`config.mk`:
```
export PLATFORM = sky130hd
export DESIGN_NAME = mii_tx_top
export DESIGN_NICKNAME = d
export VERILOG_FILES = /design/src/logic/mii_tx_pkg.sv /design/src/logic/bit_packer.sv /design/src/logic/frame_buffer.sv /design/src/logic/crc32_nibble.sv /design/src/logic/mii_framer.sv /design/src/logic/mii_tx_top.sv
export SDC_FILE = /design/constraint.sdc
export NUM_CORES = 1
export LEC_CHECK = 0
export BUFFER_PORTS_ARGS = -buffer_cell sky130_fd_sc_hd__buf_4
export CORE_MARGIN = 2
export CORE_UTILIZATION = 50
export DETAILED_ROUTE_END_ITERATION = 12
export GPL_TIMING_DRIVEN = 0
export PLACE_DENSITY = 0.68
export SYNTH_ARGS = -nofsm -noshare
export SYNTH_HDL_FRONTEND = slang
export SYNTH_HIERARCHICAL = 1
export SYNTH_SLANG_ARGS = --single-unit
```
`constraint.sdc`:
```
create_clock -name ff_clk -period 3.6 [get_ports ff_clk]
set_clock_uncertainty 0.2 [all_clocks]
set_input_delay 0.72 -clock ff_clk [delete_from_list [all_inputs] [get_ports ff_clk]]
set_output_delay 0.72 -clock ff_clk [all_outputs]
set_load 0.02 [all_outputs]
```
`src/logic/mii_tx_pkg.sv`:
```
`default_nettype none

package mii_tx_pkg;

	// frame layout on MII, all counts in nibbles
	localparam int preamble_nibbles = 16; // fifteen 5s and the SFD
	localparam int header_nibbles   = 28; // dest, src, type
	localparam int frame_id_nibbles = 4;  // 16-bit frame counter
	localparam int fcs_nibbles      = 8;  // CRC-32

	localparam logic [3:0] preamble_nibble = 4'h5;
	localparam logic [3:0] sfd_nibble      = 4'hd; // 0xd5 byte, low nibble went first

	// buffer address width, each bank holds up to 2**addr_w nibbles
	localparam int addr_w = 6;

	typedef logic [47:0] mac_addr_t;         // station address, MSB byte first on the wire
	typedef logic [addr_w-1:0] nib_addr_t;

	// framer phases in transmit order
	typedef enum logic [2:0] {
		s_idle     = 3'd0,
		s_preamble = 3'd1,
		s_header   = 3'd2,
		s_frame_id = 3'd3,
		s_payload  = 3'd4,
		s_fcs      = 3'd5
	} tx_state_t;

	// packer -> buffer write port
	typedef struct packed {
		logic      valid;  // one nibble complete this cycle
		logic      bank;
		nib_addr_t addr;
		logic [3:0] nibble; // bit 0 arrived first
	} nib_wr_t;

	// framer -> buffer read request, data comes back a cycle later
	typedef struct packed {
		logic      bank;
		nib_addr_t addr;
	} nib_rd_t;

	// whole frame length on MII for a given payload size
	function automatic int frame_nibbles(input int payload_nibbles);
		return preamble_nibbles + header_nibbles + frame_id_nibbles +
			payload_nibbles + fcs_nibbles;
	endfunction

endpackage

`default_nettype wire

```
`src/logic/bit_packer.sv`:
```
`timescale 1ns/1ps
`default_nettype none

module bit_packer #(
	parameter int payload_nibbles = 64
) (
	input  wire                 ff_clk,
	input  wire                 reset,
	input  wire                 bit_valid,
	input  wire                 bit_data,
	output mii_tx_pkg::nib_wr_t nib_wr,
	output logic                bank_done
);
	import mii_tx_pkg::*;

	localparam nib_addr_t last_addr = nib_addr_t'(payload_nibbles - 1);

	logic [2:0] hold;    // first three bits of the nibble in flight
	logic [1:0] bit_cnt; // bits already held
	nib_addr_t  addr;    // next nibble slot in the bank
	logic       bank;    // bank being filled
	logic       last_nib;

	assign last_nib = (addr == last_addr);

	// the fourth bit completes the nibble combinationally
	assign nib_wr.valid  = bit_valid && (bit_cnt == 2'd3);
	assign nib_wr.bank   = bank;
	assign nib_wr.addr   = addr;
	assign nib_wr.nibble = {bit_data, hold}; // earliest bit lands in bit 0

	assign bank_done = nib_wr.valid && last_nib; // bank full with this write

	always_ff @(posedge ff_clk) begin
		if (reset) begin
			hold    <= '0;
			bit_cnt <= '0;
			addr    <= '0;
			bank    <= 1'b0;
		end else if (bit_valid) begin
			hold    <= {bit_data, hold[2:1]}; // shift in from the top
			bit_cnt <= bit_cnt + 2'd1;        // wraps after the fourth bit
			if (bit_cnt == 2'd3) begin
				if (last_nib) begin
					addr <= '0;
					bank <= ~bank; // next payload goes to the other bank
				end else begin
					addr <= addr + 1'b1;
				end
			end
		end
	end

	// the address must wrap before running past the payload
	a_addr_in_range: assert property (@(posedge ff_clk) disable iff (reset)
		addr <= last_addr)
		else $error("bit_packer address %0d beyond payload", addr);

endmodule

`default_nettype wire

```
`src/logic/frame_buffer.sv`:
```
`timescale 1ns/1ps
`default_nettype none

module frame_buffer #(
	parameter int payload_nibbles = 64
) (
	input  wire                      ff_clk,
	input  wire                      reset,
	input  wire mii_tx_pkg::nib_wr_t nib_wr,
	input  wire                      bank_done,
	input  wire mii_tx_pkg::nib_rd_t rd,
	input  wire                      bank_release,
	input  wire                      bit_valid,
	output logic [3:0]               rd_nibble,
	output logic                     bank_ready,
	output logic                     ready_bank,
	output logic                     credit
);
	import mii_tx_pkg::*;

	localparam int bits_per_credit = payload_nibbles * 4;
	localparam int cnt_w = $clog2(2 * bits_per_credit + 1); // room for both credits
	localparam logic [cnt_w-1:0] credit_step = cnt_w'(bits_per_credit);

	// each bank spans the full address range, only payload_nibbles slots get used
	logic [3:0] mem [2**(addr_w+1)];

	logic [1:0]       full;        // one flag per bank
	logic             rd_ptr;      // oldest bank, banks drain in fill order
	logic [1:0]       boot_cnt;    // start-up credits already given
	logic [cnt_w-1:0] credit_bits; // bits the source may still send

	always_ff @(posedge ff_clk) begin
		if (nib_wr.valid) begin
			mem[{nib_wr.bank, nib_wr.addr}] <= nib_wr.nibble;
		end
		rd_nibble <= mem[{rd.bank, rd.addr}]; // one cycle read latency
	end

	assign bank_ready = full[rd_ptr];
	assign ready_bank = rd_ptr;

	always_ff @(posedge ff_clk) begin
		if (reset) begin
			full   <= 2'b00;
			rd_ptr <= 1'b0;
		end else begin
			if (bank_done) begin
				full[nib_wr.bank] <= 1'b1;
			end
			if (bank_release) begin
				full[rd_ptr] <= 1'b0; // framer is done reading it
				rd_ptr       <= ~rd_ptr;
			end
		end
	end

	// two credits straight after reset, then one per freed bank
	always_ff @(posedge ff_clk) begin
		if (reset) begin
			boot_cnt <= '0;
			credit   <= 1'b0;
		end else begin
			if (boot_cnt != 2'd2) begin
				boot_cnt <= boot_cnt + 2'd1;
			end
			credit <= (boot_cnt != 2'd2) || bank_release;
		end
	end

	// running count of granted but unsent bits
	always_ff @(posedge ff_clk) begin
		if (reset) begin
			credit_bits <= '0;
		end else begin
			credit_bits <= credit_bits + (credit ? credit_step : '0) -
				{{(cnt_w-1){1'b0}}, bit_valid};
		end
	end

	// source must hold a credit for every bit
	a_bit_has_credit: assert property (@(posedge ff_clk) disable iff (reset)
		bit_valid |-> (credit_bits != '0))
		else $error("bit arrived without credit");

	// packer must never overwrite a bank that still waits for the framer
	a_no_write_full: assert property (@(posedge ff_clk) disable iff (reset)
		nib_wr.valid |-> !full[nib_wr.bank])
		else $error("write into full bank %0d", nib_wr.bank);

endmodule

`default_nettype wire

```
`src/logic/crc32_nibble.sv`:
```
`timescale 1ns/1ps
`default_nettype none

module crc32_nibble (
	input  wire        ff_clk,
	input  wire        reset,
	input  wire        crc_init,
	input  wire        crc_en,
	input  wire [3:0]  crc_nibble,
	output logic [31:0] crc
);

	localparam logic [31:0] poly = 32'hedb88320; // reflected 802.3 polynomial

	// four serial steps with bit 0 of the nibble first as on the wire
	function automatic logic [31:0] crc_step(input logic [31:0] c, input logic [3:0] d);
		logic [31:0] r;
		r = c;
		for (int i = 0; i < 4; i++) begin
			if (r[0] ^ d[i]) begin
				r = (r >> 1) ^ poly;
			end else begin
				r = r >> 1;
			end
		end
		return r;
	endfunction

	always_ff @(posedge ff_clk) begin
		if (reset) begin
			crc <= '1;
		end else if (crc_init) begin
			crc <= '1; // preset per frame
		end else if (crc_en) begin
			crc <= crc_step(crc, crc_nibble);
		end
	end

	// init and enable come from different framer phases
	a_init_en_excl: assert property (@(posedge ff_clk) disable iff (reset)
		!(crc_init && crc_en))
		else $error("crc_init and crc_en together");

endmodule

`default_nettype wire

```
`src/logic/mii_framer.sv`:
```
`timescale 1ns/1ps
`default_nettype none

module mii_framer #(
	parameter int                    payload_nibbles = 64,
	parameter mii_tx_pkg::mac_addr_t dest_addr       = 48'hffff_ffff_ffff,
	parameter mii_tx_pkg::mac_addr_t src_addr        = 48'h0200_0000_0001
) (
	input  wire                 ff_clk,
	input  wire                 reset,
	input  wire                 bank_ready,
	input  wire                 ready_bank,
	input  wire [3:0]           rd_nibble,
	input  wire [31:0]          crc,
	output mii_tx_pkg::nib_rd_t rd,
	output logic                bank_release,
	output logic                crc_init,
	output logic                crc_en,
	output logic [3:0]          crc_nibble,
	output logic [3:0]          tx_d,
	output logic                tx_en,
	output logic                tx_er
);
	import mii_tx_pkg::*;

	localparam int frame_len = frame_nibbles(payload_nibbles);
	localparam int run_w = $clog2(frame_len + 1);

	tx_state_t  state;
	nib_addr_t  idx;       // nibble within the current phase
	nib_addr_t  last_idx;
	logic [15:0] frame_id; // counts sent frames
	logic [4*header_nibbles-1:0] hdr; // header in wire order, next nibble at the bottom
	logic [3:0] next_d;    // nibble for tx_d in the next cycle
	logic [run_w-1:0] tx_run;

	// MSB byte moves to the bottom so a right shift walks the bytes in order
	function automatic logic [47:0] wire_order(input mac_addr_t a);
		logic [47:0] r;
		for (int b = 0; b < 6; b++) begin
			r[8*b +: 8] = a[47-8*b -: 8];
		end
		return r;
	endfunction

	always_comb begin
		case (state)
			s_preamble: last_idx = nib_addr_t'(preamble_nibbles - 1);
			s_header:   last_idx = nib_addr_t'(header_nibbles - 1);
			s_frame_id: last_idx = nib_addr_t'(frame_id_nibbles - 1);
			s_payload:  last_idx = nib_addr_t'(payload_nibbles - 1);
			s_fcs:      last_idx = nib_addr_t'(fcs_nibbles - 1);
			default:    last_idx = '0;
		endcase
	end

	always_comb begin
		case (state)
			s_preamble: next_d = (idx == last_idx) ? sfd_nibble : preamble_nibble;
			s_header:   next_d = hdr[3:0];
			s_frame_id: next_d = frame_id[{idx[1:0], 2'b00} +: 4]; // low nibble first
			s_payload:  next_d = rd_nibble;                        // read issued last cycle
			s_fcs:      next_d = ~crc[{idx[2:0], 2'b00} +: 4];
			default:    next_d = 4'h0;
		endcase
	end

	// buffer read runs one nibble ahead of the payload phase
	assign rd.bank = ready_bank; // pointer only moves on release
	assign rd.addr = (state == s_payload) ? idx + 1'b1 : '0;

	assign bank_release = (state == s_payload) && (idx == last_idx); // last nibble is in
	assign crc_init     = (state == s_preamble);
	assign crc_en       = (state == s_header) || (state == s_frame_id) ||
		(state == s_payload);
	assign crc_nibble   = next_d; // CRC sees exactly what goes out
	assign tx_er        = 1'b0;   // never signal a coding error

	always_ff @(posedge ff_clk) begin
		if (reset) begin
			state    <= s_idle;
			idx      <= '0;
			frame_id <= '0;
		end else if (state == s_idle) begin
			idx <= '0;
			if (bank_ready) begin
				state <= s_preamble;
			end
		end else if (idx == last_idx) begin
			idx <= '0;
			case (state)
				s_preamble: state <= s_header;
				s_header:   state <= s_frame_id;
				s_frame_id: state <= s_payload;
				s_payload:  state <= s_fcs;
				default: begin
					state    <= s_idle; // single idle cycle between frames
					frame_id <= frame_id + 16'd1;
				end
			endcase
		end else begin
			idx <= idx + 1'b1;
		end
	end

	// addresses are fixed, reload while idle and shift during the header
	always_ff @(posedge ff_clk) begin
		if (state == s_idle) begin
			hdr <= {16'h0000, wire_order(src_addr), wire_order(dest_addr)}; // type is zero
		end else if (state == s_header) begin
			hdr <= hdr >> 4;
		end
	end

	// MII outputs registered, tx_en trails the state by one cycle
	always_ff @(posedge ff_clk) begin
		if (reset) begin
			tx_d  <= 4'h0;
			tx_en <= 1'b0;
		end else begin
			tx_d  <= next_d;
			tx_en <= (state != s_idle);
		end
	end

	always_ff @(posedge ff_clk) begin
		if (reset || !tx_en) begin
			tx_run <= '0;
		end else begin
			tx_run <= tx_run + 1'b1;
		end
	end

	// one burst never runs past a full frame
	a_tx_en_len: assert property (@(posedge ff_clk) disable iff (reset)
		tx_en |-> (tx_run < run_w'(frame_len)))
		else $error("tx_en high longer than %0d nibbles", frame_len);

endmodule

`default_nettype wire

```
`src/logic/mii_tx_top.sv`:
```
`timescale 1ns/1ps
`default_nettype none

module mii_tx_top #(
	parameter int                    payload_nibbles = 64,
	parameter mii_tx_pkg::mac_addr_t dest_addr       = 48'hffff_ffff_ffff,
	parameter mii_tx_pkg::mac_addr_t src_addr        = 48'h0200_0000_0001
) (
	input  wire        ff_clk,
	input  wire        reset,
	input  wire        bit_valid,
	input  wire        bit_data,
	output logic       credit,
	output logic [3:0] tx_d,
	output logic       tx_en,
	output logic       tx_er
);
	import mii_tx_pkg::*;

	nib_wr_t     nib_wr;
	nib_rd_t     rd;
	logic        bank_done;
	logic        bank_release;
	logic        bank_ready;
	logic        ready_bank;
	logic [3:0]  rd_nibble;
	logic        crc_init;
	logic        crc_en;
	logic [3:0]  crc_nibble;
	logic [31:0] crc;

	bit_packer #(
		.payload_nibbles(payload_nibbles)
	) i_bit_packer (
		.ff_clk    (ff_clk),
		.reset     (reset),
		.bit_valid (bit_valid),
		.bit_data  (bit_data),
		.nib_wr    (nib_wr),
		.bank_done (bank_done)
	);

	frame_buffer #(
		.payload_nibbles(payload_nibbles)
	) i_frame_buffer (
		.ff_clk       (ff_clk),
		.reset        (reset),
		.nib_wr       (nib_wr),
		.bank_done    (bank_done),
		.rd           (rd),
		.bank_release (bank_release),
		.bit_valid    (bit_valid),    // for credit bookkeeping
		.rd_nibble    (rd_nibble),
		.bank_ready   (bank_ready),
		.ready_bank   (ready_bank),
		.credit       (credit)
	);

	crc32_nibble i_crc32_nibble (
		.ff_clk     (ff_clk),
		.reset      (reset),
		.crc_init   (crc_init),
		.crc_en     (crc_en),
		.crc_nibble (crc_nibble),
		.crc        (crc)
	);

	mii_framer #(
		.payload_nibbles (payload_nibbles),
		.dest_addr       (dest_addr),
		.src_addr        (src_addr)
	) i_mii_framer (
		.ff_clk       (ff_clk),
		.reset        (reset),
		.bank_ready   (bank_ready),
		.ready_bank   (ready_bank),
		.rd_nibble    (rd_nibble),
		.crc          (crc),
		.rd           (rd),
		.bank_release (bank_release),
		.crc_init     (crc_init),
		.crc_en       (crc_en),
		.crc_nibble   (crc_nibble),
		.tx_d         (tx_d),
		.tx_en        (tx_en),
		.tx_er        (tx_er)
	);

endmodule

`default_nettype wire

```
==> run_results.csv <==
group,metric,value,unit
run_status,status,"completed",
global_routing,gr-total-overflow,0,
detailed_routing,vias,14190,
floorplanning,die_w,231.6,um
sta,post-route-period-util,0.9976,
cts,clock_sinks,631,
detailed_routing,drt.antenna.violating_nets,0,
layout,nets,1655,
placement,globalplace.congestion,0.8654,
floorplanning,rows,83,
global_routing,top_usage_layer,"met2",
sta,holdWs,0.2053,ns
sta,max_freq,278.4,MHz
detailed_routing,firstDrtPassIters,5,
layout,final_common_cell,"edfxtp_1",
setup_path,reg2reg_slack,0.008,ns
pwr,seq_power_share,0.509,
synthesis,synth_seq_cells,631,
floorplanning,core_area,51300,sq um
pwr,p_clk_frac,0.391,
pwr,leakagePower,9.031,nW
cts,clk_latency,0.63,ns
setup_path,cp_top_family,"multiplexers",
setup_path,worstSetupPathType,"reg2reg",
sta,rsz0062_at_grt,"yes",
global_routing,grt.met1_usage,0.3130,
setup_path,cpMaxStageDelayCell,"mux4_2",
setup_path,critPathLaunchType,"flip-flop",
pwr,p_switching,3.759,mW
setup_path,critPathMaxStageDelay,0.54,ns
synthesis,synth_edf_count,512,
job,cap_violations,0,
floorplanning,die_area,53620,sq um
detailed_routing,drc,0,
floorplanning,ios,11,
layout,layout_common_cells,"512 x edfxtp_1, 196 x nor2_1, 178 x mux4_2, 114 x dfxtp_1, 112 x nand2_1",
pwr,finalPower,15.89,mW
detailed_routing,drtIter0Drc,1499,
synthesis,syn_inst,1559,
sta,finalMaxSlewViolations,0,
pwr,power.density,541.7,nW/um^2
placement,dp_hpwl,38.96,mm
setup_path,crit_chain,"buf_12 -> nor2b_4 -> nand2b_4 -> nor2_4 -> buf_12 -> buf_8 -> mux4_2 -> mux4_2 -> mux4_2 -> mux2_2",
pwr,swShare,0.2366,
detailed_routing,wl,59.06,mm
min_path,hold_class,"in2reg",
pwr,combPwrFrac,0.100,
cts,cts_buffers,61,
synthesis,synth_nets,1570,
synthesis,synth_cell_types,72,
setup_path,worst_setup_path_end_kind,"flip-flop",
synthesis,synth-seq-area-share,0.6859,
pwr,peakVddDrop,0.0004209,V
layout,diodes,0,
setup_path,path_common_cell,"mux4_2",
sta,tightest_slew,1.392,ns
global_routing,grt_pass1_vias,14100,
layout,final_area,29330,sq um
synthesis,yosysWarnings,6,
cts,htree_levels,2,
cts,cts.clk_slew.worst_paths,0.06,ns
cts,clk_path_buf_depth,3,
global_routing,grtUsageMet2,0.3699,
cts,cts_tree,"built",
sta,period_needed,3.592,ns
placement,post_dp_cell_area,26890,sq um
cts,ctsHoldBuffers,0,
synthesis,synth.avg_cell_area,16.61,sq um
setup_path,crit_path_max_fanout,10,
sta,max-slew-margin-rel,0.07219,
floorplanning,die_h,231.6,um
layout,drive_above_1_share,0.2342,
global_routing,antenna_found_initial,0,
global_routing,met3_usage,0.03531,
synthesis,synthArstFlopShare,0,
setup_path,required,3.89,ns
layout,area_delta_synth_final,13.30,%
placement,port_buffers,8,
setup_path,critical_path_arrival,3.88,ns
global_routing,grt_pass1_wl,89.22,mm
sta,finalHoldViolCount,0,
setup_path,path_buf_inv,3,
synthesis,syn_area,25890,sq um
cts,clockRootBuffer,"clkbuf_16",
pwr,intPower,12.13,mW
detailed_routing,post_drt_wl_per_cell,24.87,um
synthesis,ys.flop_type,"edfxtp_1",
global_routing,grt_start_max_net_pins,129,
global_routing,globalRouteTotalUtil,0.2249,
sta,setup_viol,0,
detailed_routing,vias_per_cell,5.973,
floorplanning,start_util,0.5047,
synth_stat cells (6+ instances only):
cell | number | area (sq um)
nand2b_1 | 6 | 37.54
buf_4 | 7 | 52.55
edfxtp_1 | 512 | 15370
mux2i_1 | 11 | 110.1
mux4_2 | 178 | 4009
clkbuf_1 | 56 | 210.2
nor2_1 | 200 | 750.7
dfxtp_1 | 119 | 2382
nor3_1 | 22 | 110.1
buf_2 | 14 | 70.07
xnor2_1 | 35 | 306.5
nand3_1 | 47 | 235.2
nand2_1 | 112 | 420.4
o21ai_0 | 19 | 95.09
o21ai_1 | 8 | 40.04
a21oi_1 | 47 | 235.2
nor2b_1 | 10 | 62.56
buf_1 | 16 | 60.06
inv_1 | 15 | 56.30
a31oi_1 | 6 | 37.54
mux2_2 | 10 | 112.6
ha_1 | 7 | 87.58
xor2_1 | 11 | 96.34
state kept, by name, indices dropped and copies added (netlist names), 2 cells and up, named ones only:
name                      cells
i_bit_packer/hold             3
i_bit_packer/addr             6
i_mii_framer/frame_id        16
i_mii_framer/tx_d             4
i_mii_framer/idx              6
i_frame_buffer/full           2
i_frame_buffer/mem          512
i_mii_framer/hdr             35
i_frame_buffer/rd_nibble      4
i_bit_packer/bit_cnt          2
i_mii_framer/state            2
i_frame_buffer/boot_cnt       2
i_crc32_nibble/crc           32
power groups by stage:
stage	Sequential (mW)	Clock [mW]	Combinational, mW
floorplan	8.24	0	1.07
global placement	8.28	0	1.35
detailed placement	8.25	0	1.41
CTS	8.09	6.33	1.55
global route	8.11	6.58	1.73
finish	8.09	6.21	1.59
metal layers:
layer	wire length, um	vias up
met5	0	-
met4	1553	0
met3	3716	98
met2	29190	516
met1	24600	7361
li1	-	6212
timing repair:
action | CTS | global route
setup endpoints to repair | 32 | 12
buffers inserted | 6 | 6
pin swaps | 4 | 3
resized for setup | 110 | 23
kinds of logic (layout without fill, tap and decap cells):
family | after synthesis | count (layout) | share of synthesized area
flops | 631 | 631 | 0.6859
simple gates | 445 | 445 | 0.07882
mux | 200 | 200 | 0.1640
buf+inv | 112 | 248 | 0.01880
compound gates | 108 | 108 | 0.02561
xor+xnor | 55 | 55 | 0.02334
fa+ha+maj | 7 | 7 | 0.003383
other cells | 1 | 1 | 0.0001448
per-stage QoR:
| stage | worst slack, ns | utilization | setup TNS, ns | instances |
|---|---|---|---|---|
| 2_1_floorplan | 0.02427 | - | 0 | 1559 |
| 3_3_place_gp | -1.137 | 0.5224 | -324.16 | 2247 |
| 3_5_place_dp | -1.202 | 0.5241 | -13.50 | 2250 |
| 4_1_cts | 0.01194 | 0.5692 | 0 | 2369 |
| 5_1_grt | -0.03784 | 0.5718 | -0.1397 | 2375 |
| 6_report | 0.008492 | 0.5718 | 0 | 2375 |
area by class of cell:
type	instances	area (sq um)
Sequential cell	631	17780
Inverter	16	60.06
Clock inverter	34	326.6
Multi-Input combinational cell	816	7754
Timing Repair Buffer	23	250.2
Clock buffer	80	1618
Fill cell	3901	21970
Buffer	95	698.2
Tap cell	680	850.8
worst paths after layout:
kind,start,to,cells after the start
setup / recovery,i_mii_framer/state[1]$_SDFFE_PP0P_,i_frame_buffer/rd_nibble[2]$_DFF_P_,10
hold / removal,reset,i_frame_buffer/credit$_SDFF_PP0_,2
setup reg to reg,i_mii_framer/state[1]$_SDFFE_PP0P_,i_frame_buffer/rd_nibble[2]$_DFF_P_,10
hold reg to reg,i_mii_framer/hdr[49]$_SDFFE_PP1N_,i_mii_framer/hdr[49]$_SDFFE_PP1N_,2
Power figures use the tool's default switching activity.
